--- config.mk ---
export PLATFORM = sky130hd
export DESIGN_NAME = wt_cache_top
export DESIGN_NICKNAME = d
export VERILOG_FILES = /design/src/source/cache_geom_pkg.sv /design/src/source/cache_bus_pkg.sv /design/src/source/cache_ctrl_fsm.sv /design/src/source/fill_beat_counter.sv /design/src/source/tag_store.sv /design/src/source/line_store.sv /design/src/source/write_through_port.sv /design/src/source/wt_cache_top.sv
export VERILOG_INCLUDE_DIRS = /design/src /design/src/include
export SDC_FILE = /design/constraint.sdc
export NUM_CORES = 2
export LEC_CHECK = 0
export BUFFER_PORTS_ARGS = -buffer_cell sky130_fd_sc_hd__buf_2
export CORE_MARGIN = 1
export CORE_UTILIZATION = 62
export CTS_CLUSTER_SIZE = 28
export DETAILED_ROUTE_END_ITERATION = 16
export PLACE_DENSITY = 0.8
export SLEW_MARGIN = 20
export SYNTH_ARGS = -nofsm -noshare
export SYNTH_HDL_FRONTEND = slang
export SYNTH_SLANG_ARGS = --single-unit
--- constraint.sdc ---
create_clock -name clk -period 7.4 [get_ports clk]
set_input_delay 1.48 -clock clk [delete_from_list [all_inputs] [get_ports clk]]
set_output_delay 1.48 -clock clk [all_outputs]
set_load 0.1 [all_outputs]
--- src/include/cache_defs.svh ---
`ifndef CACHE_DEFS_SVH
`define CACHE_DEFS_SVH

// ==========================================================
// Cache geometry
// ==========================================================

// Byte address width seen by both sides
`define CACHE_ADDR_W 32
// One line is four 32-bit words
`define CACHE_LINE_BYTES 16
`define CACHE_SETS 16
`define CACHE_OFFSET_W 4
`define CACHE_SET_W 4
// Whatever is left above set and offset
`define CACHE_TAG_W 24
`define CACHE_WORDS_PER_LINE 4
`define CACHE_WORD_IDX_W 2

// ==========================================================
// Memory bus
// ==========================================================
`define BUS_DATA_W 64
// Two requester words per beat, so a line is a two-beat burst
`define BUS_WORDS_PER_BEAT 2
`define BUS_LANE_W 1

`endif

--- src/source/cache_geom_pkg.sv ---
`include "cache_defs.svh"

package cache_geom_pkg;

  // ==========================================================
  // Address fields
  // ==========================================================

  // Upper address bits kept per set
  typedef logic [`CACHE_TAG_W-1:0] tag_t;

  // Set index, picks the single line of a direct-mapped set
  typedef logic [`CACHE_SET_W-1:0] set_t;

  // Word position inside one line
  typedef logic [`CACHE_WORD_IDX_W-1:0] word_idx_t;

  // ==========================================================
  // Requester payload
  // ==========================================================

  // One requester data word
  typedef logic [31:0] word_t;

  // Byte enables, bit n covers bits 8n+7..8n
  typedef logic [3:0] byte_strb_t;

endpackage

--- src/source/cache_bus_pkg.sv ---
`include "cache_defs.svh"

package cache_bus_pkg;

  // Byte address on the memory bus
  typedef logic [`CACHE_ADDR_W-1:0] bus_addr_t;

  // One data beat
  typedef logic [`BUS_DATA_W-1:0] bus_data_t;

  // Byte strobes of a beat
  typedef logic [`BUS_DATA_W/8-1:0] bus_strb_t;

  // Which 32-bit lane of a beat holds a word
  // Taken from address bit 2
  typedef logic [`BUS_LANE_W-1:0] lane_idx_t;

endpackage

--- src/source/cache_ctrl_fsm.sv ---
`timescale 1ns/10ps

`include "cache_defs.svh"

module cache_ctrl_fsm
  import cache_bus_pkg::*;
(
  input  logic      clk,
  input  logic      rst_n,
  input  logic      i_rd_valid,
  input  bus_addr_t i_rd_addr,
  input  logic      i_wr_valid,
  input  logic      i_rd_hit,
  input  logic      i_fill_done,
  input  logic      i_wr_done,
  input  logic      i_ar_ready,
  output logic      o_rd_ready,
  output logic      o_rd_accept,
  output logic      o_wr_accept,
  output logic      o_filling,
  output logic      o_fill_start,
  output logic      o_wr_start,
  output logic      o_ar_valid,
  output bus_addr_t o_ar_addr
);

  typedef enum logic [1:0] {
    ST_IDLE,
    ST_FILL,
    ST_WRITE
  } state_t;

  // Clears the offset bits of a byte address
  localparam bus_addr_t LINE_MASK = ~bus_addr_t'(`CACHE_LINE_BYTES - 1);

  state_t state;
  logic   idle;

  // ==========================================================
  // Request decode
  // ==========================================================
  assign idle = (state == ST_IDLE);

  // Ready only for a hit, a miss keeps the requester waiting
  assign o_rd_ready  = idle && i_rd_hit;
  assign o_rd_accept = o_rd_ready && i_rd_valid;

  // Miss starts a line fill
  assign o_fill_start = idle && i_rd_valid && !i_rd_hit;

  // Reads win over writes
  assign o_wr_accept = idle && i_wr_valid && !i_rd_valid;
  // Write-through always follows an accepted write, hit or miss
  assign o_wr_start  = o_wr_accept;

  assign o_filling = (state == ST_FILL);

  // ==========================================================
  // State and read-address valid
  // ==========================================================
  always_ff @(posedge clk) begin
    if (!rst_n) begin
      state      <= ST_IDLE;
      o_ar_valid <= 1'b0;
    end else begin
      case (state)
        ST_IDLE: begin
          if (o_fill_start) begin
            state      <= ST_FILL;
            o_ar_valid <= 1'b1;
          end else if (o_wr_start) begin
            state <= ST_WRITE;
          end
        end
        ST_FILL: begin
          // Address valid held until the slave takes it
          if (o_ar_valid && i_ar_ready) begin
            o_ar_valid <= 1'b0;
          end
          // Back to idle, the held read then hits
          if (i_fill_done) begin
            state <= ST_IDLE;
          end
        end
        ST_WRITE: begin
          if (i_wr_done) begin
            state <= ST_IDLE;
          end
        end
        default: begin
          state <= ST_IDLE;
        end
      endcase
    end
  end

  // Line-aligned burst address, captured at miss
  always_ff @(posedge clk) begin
    if (o_fill_start) begin
      o_ar_addr <= i_rd_addr & LINE_MASK;
    end
  end

endmodule

--- src/source/fill_beat_counter.sv ---
`timescale 1ns/10ps

`include "cache_defs.svh"

module fill_beat_counter
  import cache_geom_pkg::*;
(
  input  logic      clk,
  input  logic      rst_n,
  input  logic      i_start,
  input  logic      i_filling,
  input  logic      i_r_valid,
  input  logic      i_r_last,
  output word_idx_t o_word_idx,
  output logic      o_fill_done
);

  logic beat;

  // Beat only counts inside a fill
  assign beat = i_filling && i_r_valid;

  // First word of the next beat
  // Beat k lands on words 2k and 2k+1
  always_ff @(posedge clk) begin
    if (!rst_n) begin
      o_word_idx <= '0;
    end else if (i_start) begin
      o_word_idx <= '0;
    end else if (beat) begin
      o_word_idx <= o_word_idx + word_idx_t'(`BUS_WORDS_PER_BEAT);
    end
  end

  // Last beat of the burst closes the line
  assign o_fill_done = beat && i_r_last;

endmodule

--- src/source/tag_store.sv ---
`timescale 1ns/10ps

`include "cache_defs.svh"

module tag_store
  import cache_geom_pkg::*;
  import cache_bus_pkg::*;
(
  input  logic      clk,
  input  logic      rst_n,
  input  bus_addr_t i_rd_addr,
  input  bus_addr_t i_wr_addr,
  input  logic      i_fill_done,
  output logic      o_rd_hit,
  output logic      o_wr_hit
);

  logic valid_bits [`CACHE_SETS];
  tag_t tags       [`CACHE_SETS];

  tag_t rd_tag;
  set_t rd_set;
  tag_t wr_tag;
  set_t wr_set;

  // ==========================================================
  // Address split
  // ==========================================================
  assign rd_tag = i_rd_addr[`CACHE_ADDR_W-1 -: `CACHE_TAG_W];
  assign rd_set = i_rd_addr[`CACHE_OFFSET_W +: `CACHE_SET_W];
  assign wr_tag = i_wr_addr[`CACHE_ADDR_W-1 -: `CACHE_TAG_W];
  assign wr_set = i_wr_addr[`CACHE_OFFSET_W +: `CACHE_SET_W];

  // Both lookups are combinational
  assign o_rd_hit = valid_bits[rd_set] && (tags[rd_set] == rd_tag);
  assign o_wr_hit = valid_bits[wr_set] && (tags[wr_set] == wr_tag);

  // ==========================================================
  // Update at end of fill
  // ==========================================================

  // Fill always targets the set of the held read
  always_ff @(posedge clk) begin
    if (!rst_n) begin
      for (int s = 0; s < `CACHE_SETS; s++) begin
        valid_bits[s] <= 1'b0;
      end
    end else if (i_fill_done) begin
      valid_bits[rd_set] <= 1'b1;
    end
  end

  always_ff @(posedge clk) begin
    if (i_fill_done) begin
      tags[rd_set] <= rd_tag;
    end
  end

endmodule

--- src/source/line_store.sv ---
`timescale 1ns/10ps

`include "cache_defs.svh"

module line_store
  import cache_geom_pkg::*;
  import cache_bus_pkg::*;
(
  input  logic       clk,
  input  logic       rst_n,
  input  bus_addr_t  i_rd_addr,
  input  logic       i_rd_accept,
  input  bus_addr_t  i_wr_addr,
  input  word_t      i_wr_data,
  input  byte_strb_t i_wr_strb,
  input  logic       i_wr_en,
  input  logic       i_fill_en,
  input  word_idx_t  i_fill_word_idx,
  input  bus_data_t  i_fill_data,
  output word_t      o_rd_data,
  output logic       o_rd_data_valid
);

  word_t data_mem [`CACHE_SETS][`CACHE_WORDS_PER_LINE];

  set_t      rd_set;
  word_idx_t rd_word;
  set_t      wr_set;
  word_idx_t wr_word;

  assign rd_set  = i_rd_addr[`CACHE_OFFSET_W +: `CACHE_SET_W];
  assign rd_word = i_rd_addr[2 +: `CACHE_WORD_IDX_W];
  assign wr_set  = i_wr_addr[`CACHE_OFFSET_W +: `CACHE_SET_W];
  assign wr_word = i_wr_addr[2 +: `CACHE_WORD_IDX_W];

  // ==========================================================
  // Array writes
  // ==========================================================

  // Fills and write hits never share a cycle
  always_ff @(posedge clk) begin
    if (i_fill_en) begin
      // Whole beat into the held read's set
      for (int i = 0; i < `BUS_WORDS_PER_BEAT; i++) begin
        data_mem[rd_set][i_fill_word_idx + word_idx_t'(i)] <= i_fill_data[32*i +: 32];
      end
    end else if (i_wr_en) begin
      // Byte merge under strobes
      for (int b = 0; b < 4; b++) begin
        if (i_wr_strb[b]) begin
          data_mem[wr_set][wr_word][8*b +: 8] <= i_wr_data[8*b +: 8];
        end
      end
    end
  end

  // ==========================================================
  // Read port
  // ==========================================================

  // Word and valid pulse land together, one cycle after accept
  always_ff @(posedge clk) begin
    if (i_rd_accept) begin
      o_rd_data <= data_mem[rd_set][rd_word];
    end
  end

  always_ff @(posedge clk) begin
    if (!rst_n) begin
      o_rd_data_valid <= 1'b0;
    end else begin
      o_rd_data_valid <= i_rd_accept;
    end
  end

endmodule

--- src/source/write_through_port.sv ---
`timescale 1ns/10ps

`include "cache_defs.svh"

module write_through_port
  import cache_geom_pkg::*;
  import cache_bus_pkg::*;
(
  input  logic       clk,
  input  logic       rst_n,
  input  logic       i_wr_start,
  input  bus_addr_t  i_wr_addr,
  input  word_t      i_wr_data,
  input  byte_strb_t i_wr_strb,
  input  logic       i_aw_ready,
  input  logic       i_w_ready,
  output logic       o_aw_valid,
  output bus_addr_t  o_aw_addr,
  output logic       o_w_valid,
  output bus_data_t  o_w_data,
  output bus_strb_t  o_w_strb,
  output logic       o_wr_done
);

  lane_idx_t lane;
  logic      wr_active;
  logic      aw_done;
  logic      w_done;
  logic      aw_fire;
  logic      w_fire;

  // ==========================================================
  // Channel payload
  // ==========================================================

  // Requester holds the write until done, so payload comes straight through
  assign o_aw_addr = i_wr_addr;
  assign lane      = i_wr_addr[2 +: `BUS_LANE_W];

  // Word in its own lane, other lane zero
  always_comb begin
    o_w_data              = '0;
    o_w_strb              = '0;
    o_w_data[32*lane +: 32] = i_wr_data;
    o_w_strb[4*lane +: 4]   = i_wr_strb;
  end

  // ==========================================================
  // Handshakes and completion
  // ==========================================================
  assign aw_fire = o_aw_valid && i_aw_ready;
  assign w_fire  = o_w_valid && i_w_ready;

  // Done in the cycle the later of the two handshakes lands
  assign o_wr_done = wr_active && (aw_done || aw_fire) && (w_done || w_fire);

  always_ff @(posedge clk) begin
    if (!rst_n) begin
      o_aw_valid <= 1'b0;
      o_w_valid  <= 1'b0;
      aw_done    <= 1'b0;
      w_done     <= 1'b0;
      wr_active  <= 1'b0;
    end else if (i_wr_start) begin
      o_aw_valid <= 1'b1;
      o_w_valid  <= 1'b1;
      aw_done    <= 1'b0;
      w_done     <= 1'b0;
      wr_active  <= 1'b1;
    end else begin
      // Each channel drops on its own handshake
      if (aw_fire) begin
        o_aw_valid <= 1'b0;
        aw_done    <= 1'b1;
      end
      if (w_fire) begin
        o_w_valid <= 1'b0;
        w_done    <= 1'b1;
      end
      // One-cycle done pulse
      if (o_wr_done) begin
        wr_active <= 1'b0;
      end
    end
  end

endmodule

--- src/source/wt_cache_top.sv ---
`timescale 1ns/10ps

`include "cache_defs.svh"

module wt_cache_top
  import cache_geom_pkg::*;
  import cache_bus_pkg::*;
(
  input  logic       clk,
  input  logic       rst_n,

  // Requester reads
  input  logic       i_rd_valid,
  input  bus_addr_t  i_rd_addr,
  output logic       o_rd_ready,
  output word_t      o_rd_data,
  output logic       o_rd_data_valid,

  // Requester writes
  input  logic       i_wr_valid,
  input  bus_addr_t  i_wr_addr,
  input  word_t      i_wr_data,
  input  byte_strb_t i_wr_strb,
  output logic       o_wr_ready,

  // Bus read address and data
  output logic       o_ar_valid,
  output bus_addr_t  o_ar_addr,
  input  logic       i_ar_ready,
  input  logic       i_r_valid,
  input  bus_data_t  i_r_data,
  input  logic       i_r_last,

  // Bus write address and data
  output logic       o_aw_valid,
  output bus_addr_t  o_aw_addr,
  input  logic       i_aw_ready,
  output logic       o_w_valid,
  output bus_data_t  o_w_data,
  output bus_strb_t  o_w_strb,
  input  logic       i_w_ready
);

  logic      rd_hit;
  logic      wr_hit;
  logic      rd_accept;
  logic      wr_accept;
  logic      wr_start;
  logic      filling;
  logic      fill_start;
  logic      fill_done;
  logic      wr_hit_en;
  word_idx_t fill_word_idx;

  // ==========================================================
  // Control
  // ==========================================================
  cache_ctrl_fsm u_ctrl (
    .clk          (clk),
    .rst_n        (rst_n),
    .i_rd_valid   (i_rd_valid),
    .i_rd_addr    (i_rd_addr),
    .i_wr_valid   (i_wr_valid),
    .i_rd_hit     (rd_hit),
    .i_fill_done  (fill_done),
    .i_wr_done    (o_wr_ready),
    .i_ar_ready   (i_ar_ready),
    .o_rd_ready   (o_rd_ready),
    .o_rd_accept  (rd_accept),
    .o_wr_accept  (wr_accept),
    .o_filling    (filling),
    .o_fill_start (fill_start),
    .o_wr_start   (wr_start),
    .o_ar_valid   (o_ar_valid),
    .o_ar_addr    (o_ar_addr)
  );

  fill_beat_counter u_fill_cnt (
    .clk         (clk),
    .rst_n       (rst_n),
    .i_start     (fill_start),
    .i_filling   (filling),
    .i_r_valid   (i_r_valid),
    .i_r_last    (i_r_last),
    .o_word_idx  (fill_word_idx),
    .o_fill_done (fill_done)
  );

  // ==========================================================
  // Storage
  // ==========================================================
  tag_store u_tags (
    .clk         (clk),
    .rst_n       (rst_n),
    .i_rd_addr   (i_rd_addr),
    .i_wr_addr   (i_wr_addr),
    .i_fill_done (fill_done),
    .o_rd_hit    (rd_hit),
    .o_wr_hit    (wr_hit)
  );

  // Cached copy only updated on a write hit
  assign wr_hit_en = wr_accept & wr_hit;

  // Read beats only ever answer our own fill burst
  line_store u_lines (
    .clk             (clk),
    .rst_n           (rst_n),
    .i_rd_addr       (i_rd_addr),
    .i_rd_accept     (rd_accept),
    .i_wr_addr       (i_wr_addr),
    .i_wr_data       (i_wr_data),
    .i_wr_strb       (i_wr_strb),
    .i_wr_en         (wr_hit_en),
    .i_fill_en       (i_r_valid),
    .i_fill_word_idx (fill_word_idx),
    .i_fill_data     (i_r_data),
    .o_rd_data       (o_rd_data),
    .o_rd_data_valid (o_rd_data_valid)
  );

  // ==========================================================
  // Write-through to memory
  // ==========================================================
  write_through_port u_wt_port (
    .clk        (clk),
    .rst_n      (rst_n),
    .i_wr_start (wr_start),
    .i_wr_addr  (i_wr_addr),
    .i_wr_data  (i_wr_data),
    .i_wr_strb  (i_wr_strb),
    .i_aw_ready (i_aw_ready),
    .i_w_ready  (i_w_ready),
    .o_aw_valid (o_aw_valid),
    .o_aw_addr  (o_aw_addr),
    .o_w_valid  (o_w_valid),
    .o_w_data   (o_w_data),
    .o_w_strb   (o_w_strb),
    .o_wr_done  (o_wr_ready)
  );

endmodule

=== After elaboration in Yosys (flattened, before gate mapping) ===
Memory sizes are Yosys's and may differ from the RTL's.
Index checks and enable logic that the tools add are counted.

* Input port bits: 173
* Bits in registers: 71
* Memories: 3
* Output and inout port bits: 174
* RAM bits: 2,448
* Word-level logic and storage cells: 1,162

* Mux-type cells: 571
* Reduce and logical (&&, ||, !) cells: 33
* $lt $le $gt $ge: 7
* Equality and inequality tests: 9
* Add/subtract/negate cells: 4
* Bitwise gates (word level): 520
* Shift operators: 4

{| class="wikitable"
|+ Memory list
! memory !! depth !! width !! read ports !! clocked after memory_dff !! wr ports !! line !! source
|-
| u_lines.data_mem || 16 || 128 || 1 || 0 || 1 || line_store.sv:24 || <nowiki>word_t data_mem [`CACHE_SETS][`CACHE_WORDS_PER_LINE];</nowiki>
|-
| u_tags.tags || 16 || 24 || 2 || 0 || 1 || tag_store.sv:19 || <nowiki>tag_t tags [`CACHE_SETS];</nowiki>
|-
| u_tags.valid_bits || 16 || 1 || 2 || 0 || 16 || tag_store.sv:18 || <nowiki>logic valid_bits [`CACHE_SETS];</nowiki>
|}

{| class="wikitable"
|+ Operators with widths
! kind !! number
|-
| $mux W128 || 8
|-
| $mux W1 || 540
|-
| $or A1 B1 Y1 || 512
|-
| $demux W32 S2 || 6
|-
| $mux W32 || 5
|-
| $reduce_or A128 Y1 || 1
|-
| $and A64 B64 Y64 || 1
|-
| $bmux W32 S2 || 1
|-
| $shift A32 B34 Y64 const A || 1
|-
| $shiftx A32 B34 Y64 || 1
|-
| $eq A24 B24 Y1 || 2
|-
| $neg A3 Y34 || 1
|-
| $neg A6 Y34 || 1
|-
| $shift A4 B34 Y8 const A || 1
|-
| $shiftx A4 B34 Y8 || 1
|-
| $mux W24 || 1
|-
| $logic_and A1 B1 Y1 || 18
|-
| $mux W16 || 1
|-
| $ge A3 B3 Y1 const B || 4
|-
| $not A2 Y3 || 4
|-
| $lt A3 B1 Y1 const B || 3
|-
| $and A8 B8 Y8 || 1
|-
| $mux W2 || 4
|-
| $mux W4 || 2
|-
| other kinds (18) || 28
|}

=== Logic depth before layout (Yosys ltp) ===
* Word-level depth: 12
* Depth in mapped cells: 18
* Depth with buffers taken out: 9

=== Hierarchy ===
From an unflattened synthesis, not the netlist that was laid out.

* Cell total of the unflattened synthesis: 5,359
* Area total of the unflattened synthesis: 103,656.9 um2

{| class="wikitable"
|+ Modules (own cells, without submodules)
! module !! area an instance (um2) !! cells each !! times used !! sequential area each (um2)
|-
| line_store || 82,261.4 || 4,140 || 1 || 62,479.9
|-
| tag_store || 19,362.3 || 1,030 || 1 || 11,851.4
|-
| cache_ctrl_fsm || 1,057.3 || 50 || 1 || 900.9
|-
| write_through_port || 899.6 || 130 || 1 || 100.1
|-
| fill_beat_counter || 70.1 || 8 || 1 || 20.0
|-
| wt_cache_top || 6.3 || 1 || 1 || 0.0
|}

=== Worst setup path before layout ===
Ideal clock, no wire load.

* Path kind: input to output
* Start point: input port i_rd_addr[4]
* End point: output port o_rd_ready
* Path slack: -565 ps
* Required time: 5,920 ps
* Cell stages on the path: 10
* Data arrival time: 6,485 ps
* Cells stage by stage: clkbuf_1 > buf_1 > buf_1 > mux4_2 > a221oi_1 > xor2_1 > nand4_1 > nor4_1 > nand4_1 > nor3_1

* Longest elaborated chain between the ends: 4

{| class="wikitable"
|+ Ends and longest elaborated chain
! element !! line !! source
|-
| start, declared || wt_cache_top.sv:14 || <nowiki>input bus_addr_t i_rd_addr,</nowiki>
|-
| $mem_v2 Z16 W24 || - ||
|-
| $eq A24 B24 Y1 || tag_store.sv:35 || <nowiki>assign o_rd_hit = valid_bits[rd_set] && (tags[rd_set] == rd_tag);</nowiki>
|-
| $logic_and A1 B1 Y1 * || tag_store.sv:35 ||
|-
| $logic_and A1 B1 Y1 * || cache_ctrl_fsm.sv:45 || <nowiki>assign o_rd_ready = idle && i_rd_hit;</nowiki>
|-
| end, declared || wt_cache_top.sv:15 || <nowiki>output logic o_rd_ready,</nowiki>
|}

Mark *: on every way between the ends. The rest lies on a longest branch, timed or not.

=== Worst setup path in the final report ===
Same ends and word-level chain as after synthesis.

==> reports/results.tsv <==
stage	metric	value	unit
clock_tree	clk_path_buf_depth	3	
drt	dr_wl_met3	28880	um
die	num_rows	148	
timing	min_period_over_period	91.91	%
synth	synth_top_area_share	72.92	%
grt	grt_pass1_vias	55281	
cells_and_area	final_cell_mix	edfxtp_1 (2492), mux4_2 (835), buf_2 (328)	
cells_and_area	drive_gt1_share	34.59	%
synth	synth.area.top_cells	edfxtp_1 (73%), mux4_2 (18%), nor2_1 (1.1%)	
cells_and_area	utilization	70.94	%
critical_path	required	5.92	ns
critical_path	worst-path-max-fanout	74	
die	io_pins	347	
critical_path	timing.rr.end	u_lines.data_mem[13][65]	
timing	finalMaxSlewViolations	0	
critical_path	cp_cell_sequence	buf_8 -> buf_4 -> mux4_2 -> a221oi_1 -> xor2_1 -> nand2_1 -> nor4_1 -> nand4_1 -> buf_4 -> nor3_2 -> buf_12	
place	place_inst	7124	
clock_tree	postCtsHoldBufs	0	
synth	synth.largest_area_cell	edfxtp_1	
pwr	peakVddDrop	0.2937	mV
drt	drtAntennaViolNets	0	
drt	dr_wl_met2	141800	um
cells_and_area	fin_area	0.1160	mm2
cells_and_area	fillCellCount	8888	
die	die_h	408.8	um
clock_tree	cts_buffers	235	
grt	grt_start_max_net_pins	141	
clock_tree	ctsResizeCount	0	
timing	fin_crit	6.802	ns
timing	rsz0062_at_grt	no	
place	place_ws	0.7018	ns
clock_tree	h-tree-depth	4	
timing	setup_slack	0.5984	ns
die	initial_utilization	62.76	%
drt	wirelength	278200	um
timing	relSlewSlack	16.22	%
synth	synthCells	4739	
synth	ys_types	56	
drt	top_layer_used	met5	
place	placed_cell_area	0.1078	mm2
critical_path	path_class	primary input to output port	
timing	timing.final.hold_violations	0	
synth	ys_seq_elements	2518	
critical_path	end_kind	output port	
pwr	switchingPower	7050	uW
pwr	clockPowerShare	41.3	%
job	drv_cap	0	
drt	wl_met1	90920	um
pwr	leakage	0.03748	uW
grt	grt_usage	33.65	%
pwr	power_density	265.5	mW/mm2
die	core-area	0.1635	mm2
cells_and_area	area_growth	13.04	%
clock_tree	clkSinkCount	2518	
grt	antenna_found_initial	10	
cells_and_area	mostFrequentLayoutCell	edfxtp_1	
critical_path	r2r_start	u_tags.tags[7][13]	
drt	vias_per_cell	7.146	
synth	synth.avg_cell_area	21.65	um2
place	gp_congestion	0.8446	
synth	syn_area	0.1026	mm2
critical_path	start_kind	primary input	
place	io_buffers	336	
run_status	status	completed	
critical_path	arrival	5.32	ns
critical_path	critPathMostFrequentCell	buf_4	
grt	gr-total-overflow	0	
clock_tree	clkTransAtPathRegs	0.06	ns
synth	ys.flop_type	edfxtp_1	
clock_tree	root_buffer	clkbuf_16	
drt	num_vias	54182	
critical_path	reg2reg_slack	2.45	ns
critical_path	cpMaxStageDelayCell	nor4_1	
cells_and_area	final_cells	7582	
timing	max_freq	0.1470	GHz
clock_tree	cts_tree	done	
synth	yosys_warnings	0	
clock_tree	clk_latency	0.90	ns
drt	drt_pre_antenna_iters	5	
hold_path	hold_end	u_wt_port.w_done	
drt	drt-initial-drc-count	7487	
drt	wire_per_inst	36.69	um
die	die_x	408.8	um
timing	setup_tns	0	ns
timing	setup_viol	0	
pwr	p_seq_share	51.6	%
synth	async_flop_share	0	%
critical_path	critPathMaxStageDelay	0.61	ns
pwr	switching_share	22.89	%
timing	finalClockSkew	0.05301	ns
hold_path	worstHoldPathCells	2	
die	die_area	0.1671	mm2
place	hpwlAfterDp	158900	um
pwr	power_frac_comb	7.2	%
drt	drc	0	
hold_path	hp-class	flop to flop	
timing	worst_slew_pin_slew	1.252	ns
clock_tree	cts_setup_buffers	0	
hold_path	min-delay-start	u_wt_port.w_done	
grt	grt_pass1_wl	396000	um
synth	synth_edf_count	2492	
synth	synth-seq-area-share	73.43	%
critical_path	reg2regPathDepth	10	
pwr	internal-power	23750	uW
cells_and_area	finalNetCount	5362	
-- worst max-delay path by stage --
| stage | from | endpoint | slack [ns] | cells after the start |
|---|---|---|---|---|
| 2_1_floorplan | i_rd_addr[4] | o_rd_ready | 0.28 | 10 |
| 3_3_place_gp | i_rd_addr[4] | o_rd_ready | 0.73 | 11 |
| 3_5_place_dp | i_rd_addr[4] | o_rd_ready | 0.70 | 11 |
| 4_1_cts | i_rd_addr[4] | o_rd_ready | 0.68 | 11 |
| 5_1_grt | i_rd_addr[4] | o_rd_ready | 0.38 | 11 |
| 6_report | i_rd_addr[4] | o_rd_ready | 0.60 | 11 |
-- metal layers --
| metal | vias up | global-route usage (%) |
|---|---|---|
| met5 | - | 0 |
| met4 | 16 | 17.01 |
| met3 | 900 | 7.478 |
| met2 | 4146 | 56.38 |
| met1 | 28240 | 41.58 |
| li1 | 20880 | - |
-- Yosys cell counts (10+ instances only) --
cell type	instances
o21a_1	17
xor2_1	23
nand3_1	12
mux2_2	57
a211o_1	66
xnor2_1	24
and2_1	105
nand4_1	10
buf_1	53
nor4_1	10
dfxtp_1	26
mux4_2	835
mux2i_1	86
and3_1	39
nor2_1	311
a21oi_2	16
clkbuf_1	182
o22ai_1	12
nand2b_1	18
a22o_1	23
edfxtp_1	2492
a22oi_1	32
a221oi_1	28
buf_4	44
buf_2	41
nor2b_1	47
nor3_1	23
nand2_1	30
-- power groups by stage --
stage	Combinational (uW)	Clock, uW	Sequential [uW]
after CTS	2200	12700	15900
after global routing	2280	13200	15900
after global placement	2100	0	16200
after floorplan	1380	0	16200
final	2210	12700	15900
after detailed placement	2150	0	16200
-- stage by stage --
stage,hold WS [ns],power [uW]
finish,0.4862,30800
global route,0.5144,31380
CTS,0.4861,30800
detailed placement,0.4715,18330
global placement,0.4598,18270
floorplan,0.4471,17620
-- worst max-delay path, delay by kind of cell --
kind | cells | cell delay (ns)
buffers and inverters | 4 | 1.45
AND/OR/NAND/NOR | 4 | 1.10
multiplexers | 1 | 0.54
AO/OA/AOI/OAI | 1 | 0.38
XOR/XNOR | 1 | 0.18
-- state kept, by name (all words and copies together) (netlist names), 2 cells and up --
signal and cells:
u_ctrl.state 2, u_tags.valid_bits 16, u_lines.o_rd_data 32, u_lines.data_mem 2048, u_tags.tags 384, u_ctrl.o_ar_addr 28
-- cell families (layout without fill, tap and decap cells) --
| kind of cell | count (synthesis) | count (layout) | share of synthesized area, % |
|---|---|---|---|
| buffers and inverters | 339 | 995 | 1.561 |
| DFF | 2518 | 2518 | 73.43 |
| xor gates and xnor gates | 47 | 47 | 0.4011 |
| other | 1 | 13 | 0.003654 |
| AOI/OAI and AO/OA | 232 | 232 | 1.828 |
| and+or+nand+nor | 624 | 624 | 2.985 |
| muxes | 978 | 978 | 19.79 |
-- cell type report --
type	instances	area (um2)	area share (%)
tap	2175	2721	2.346
inverter	6	22.52	0.01942
timing repair buffer	543	3694	3.184
multi-input combinational	1885	26060	22.46
antenna	9	22.52	0.01942
clock buffer	267	6083	5.244
clock inverter	179	2041	1.759
sequential	2518	75350	64.96
Power figures use the tool's default switching activity.
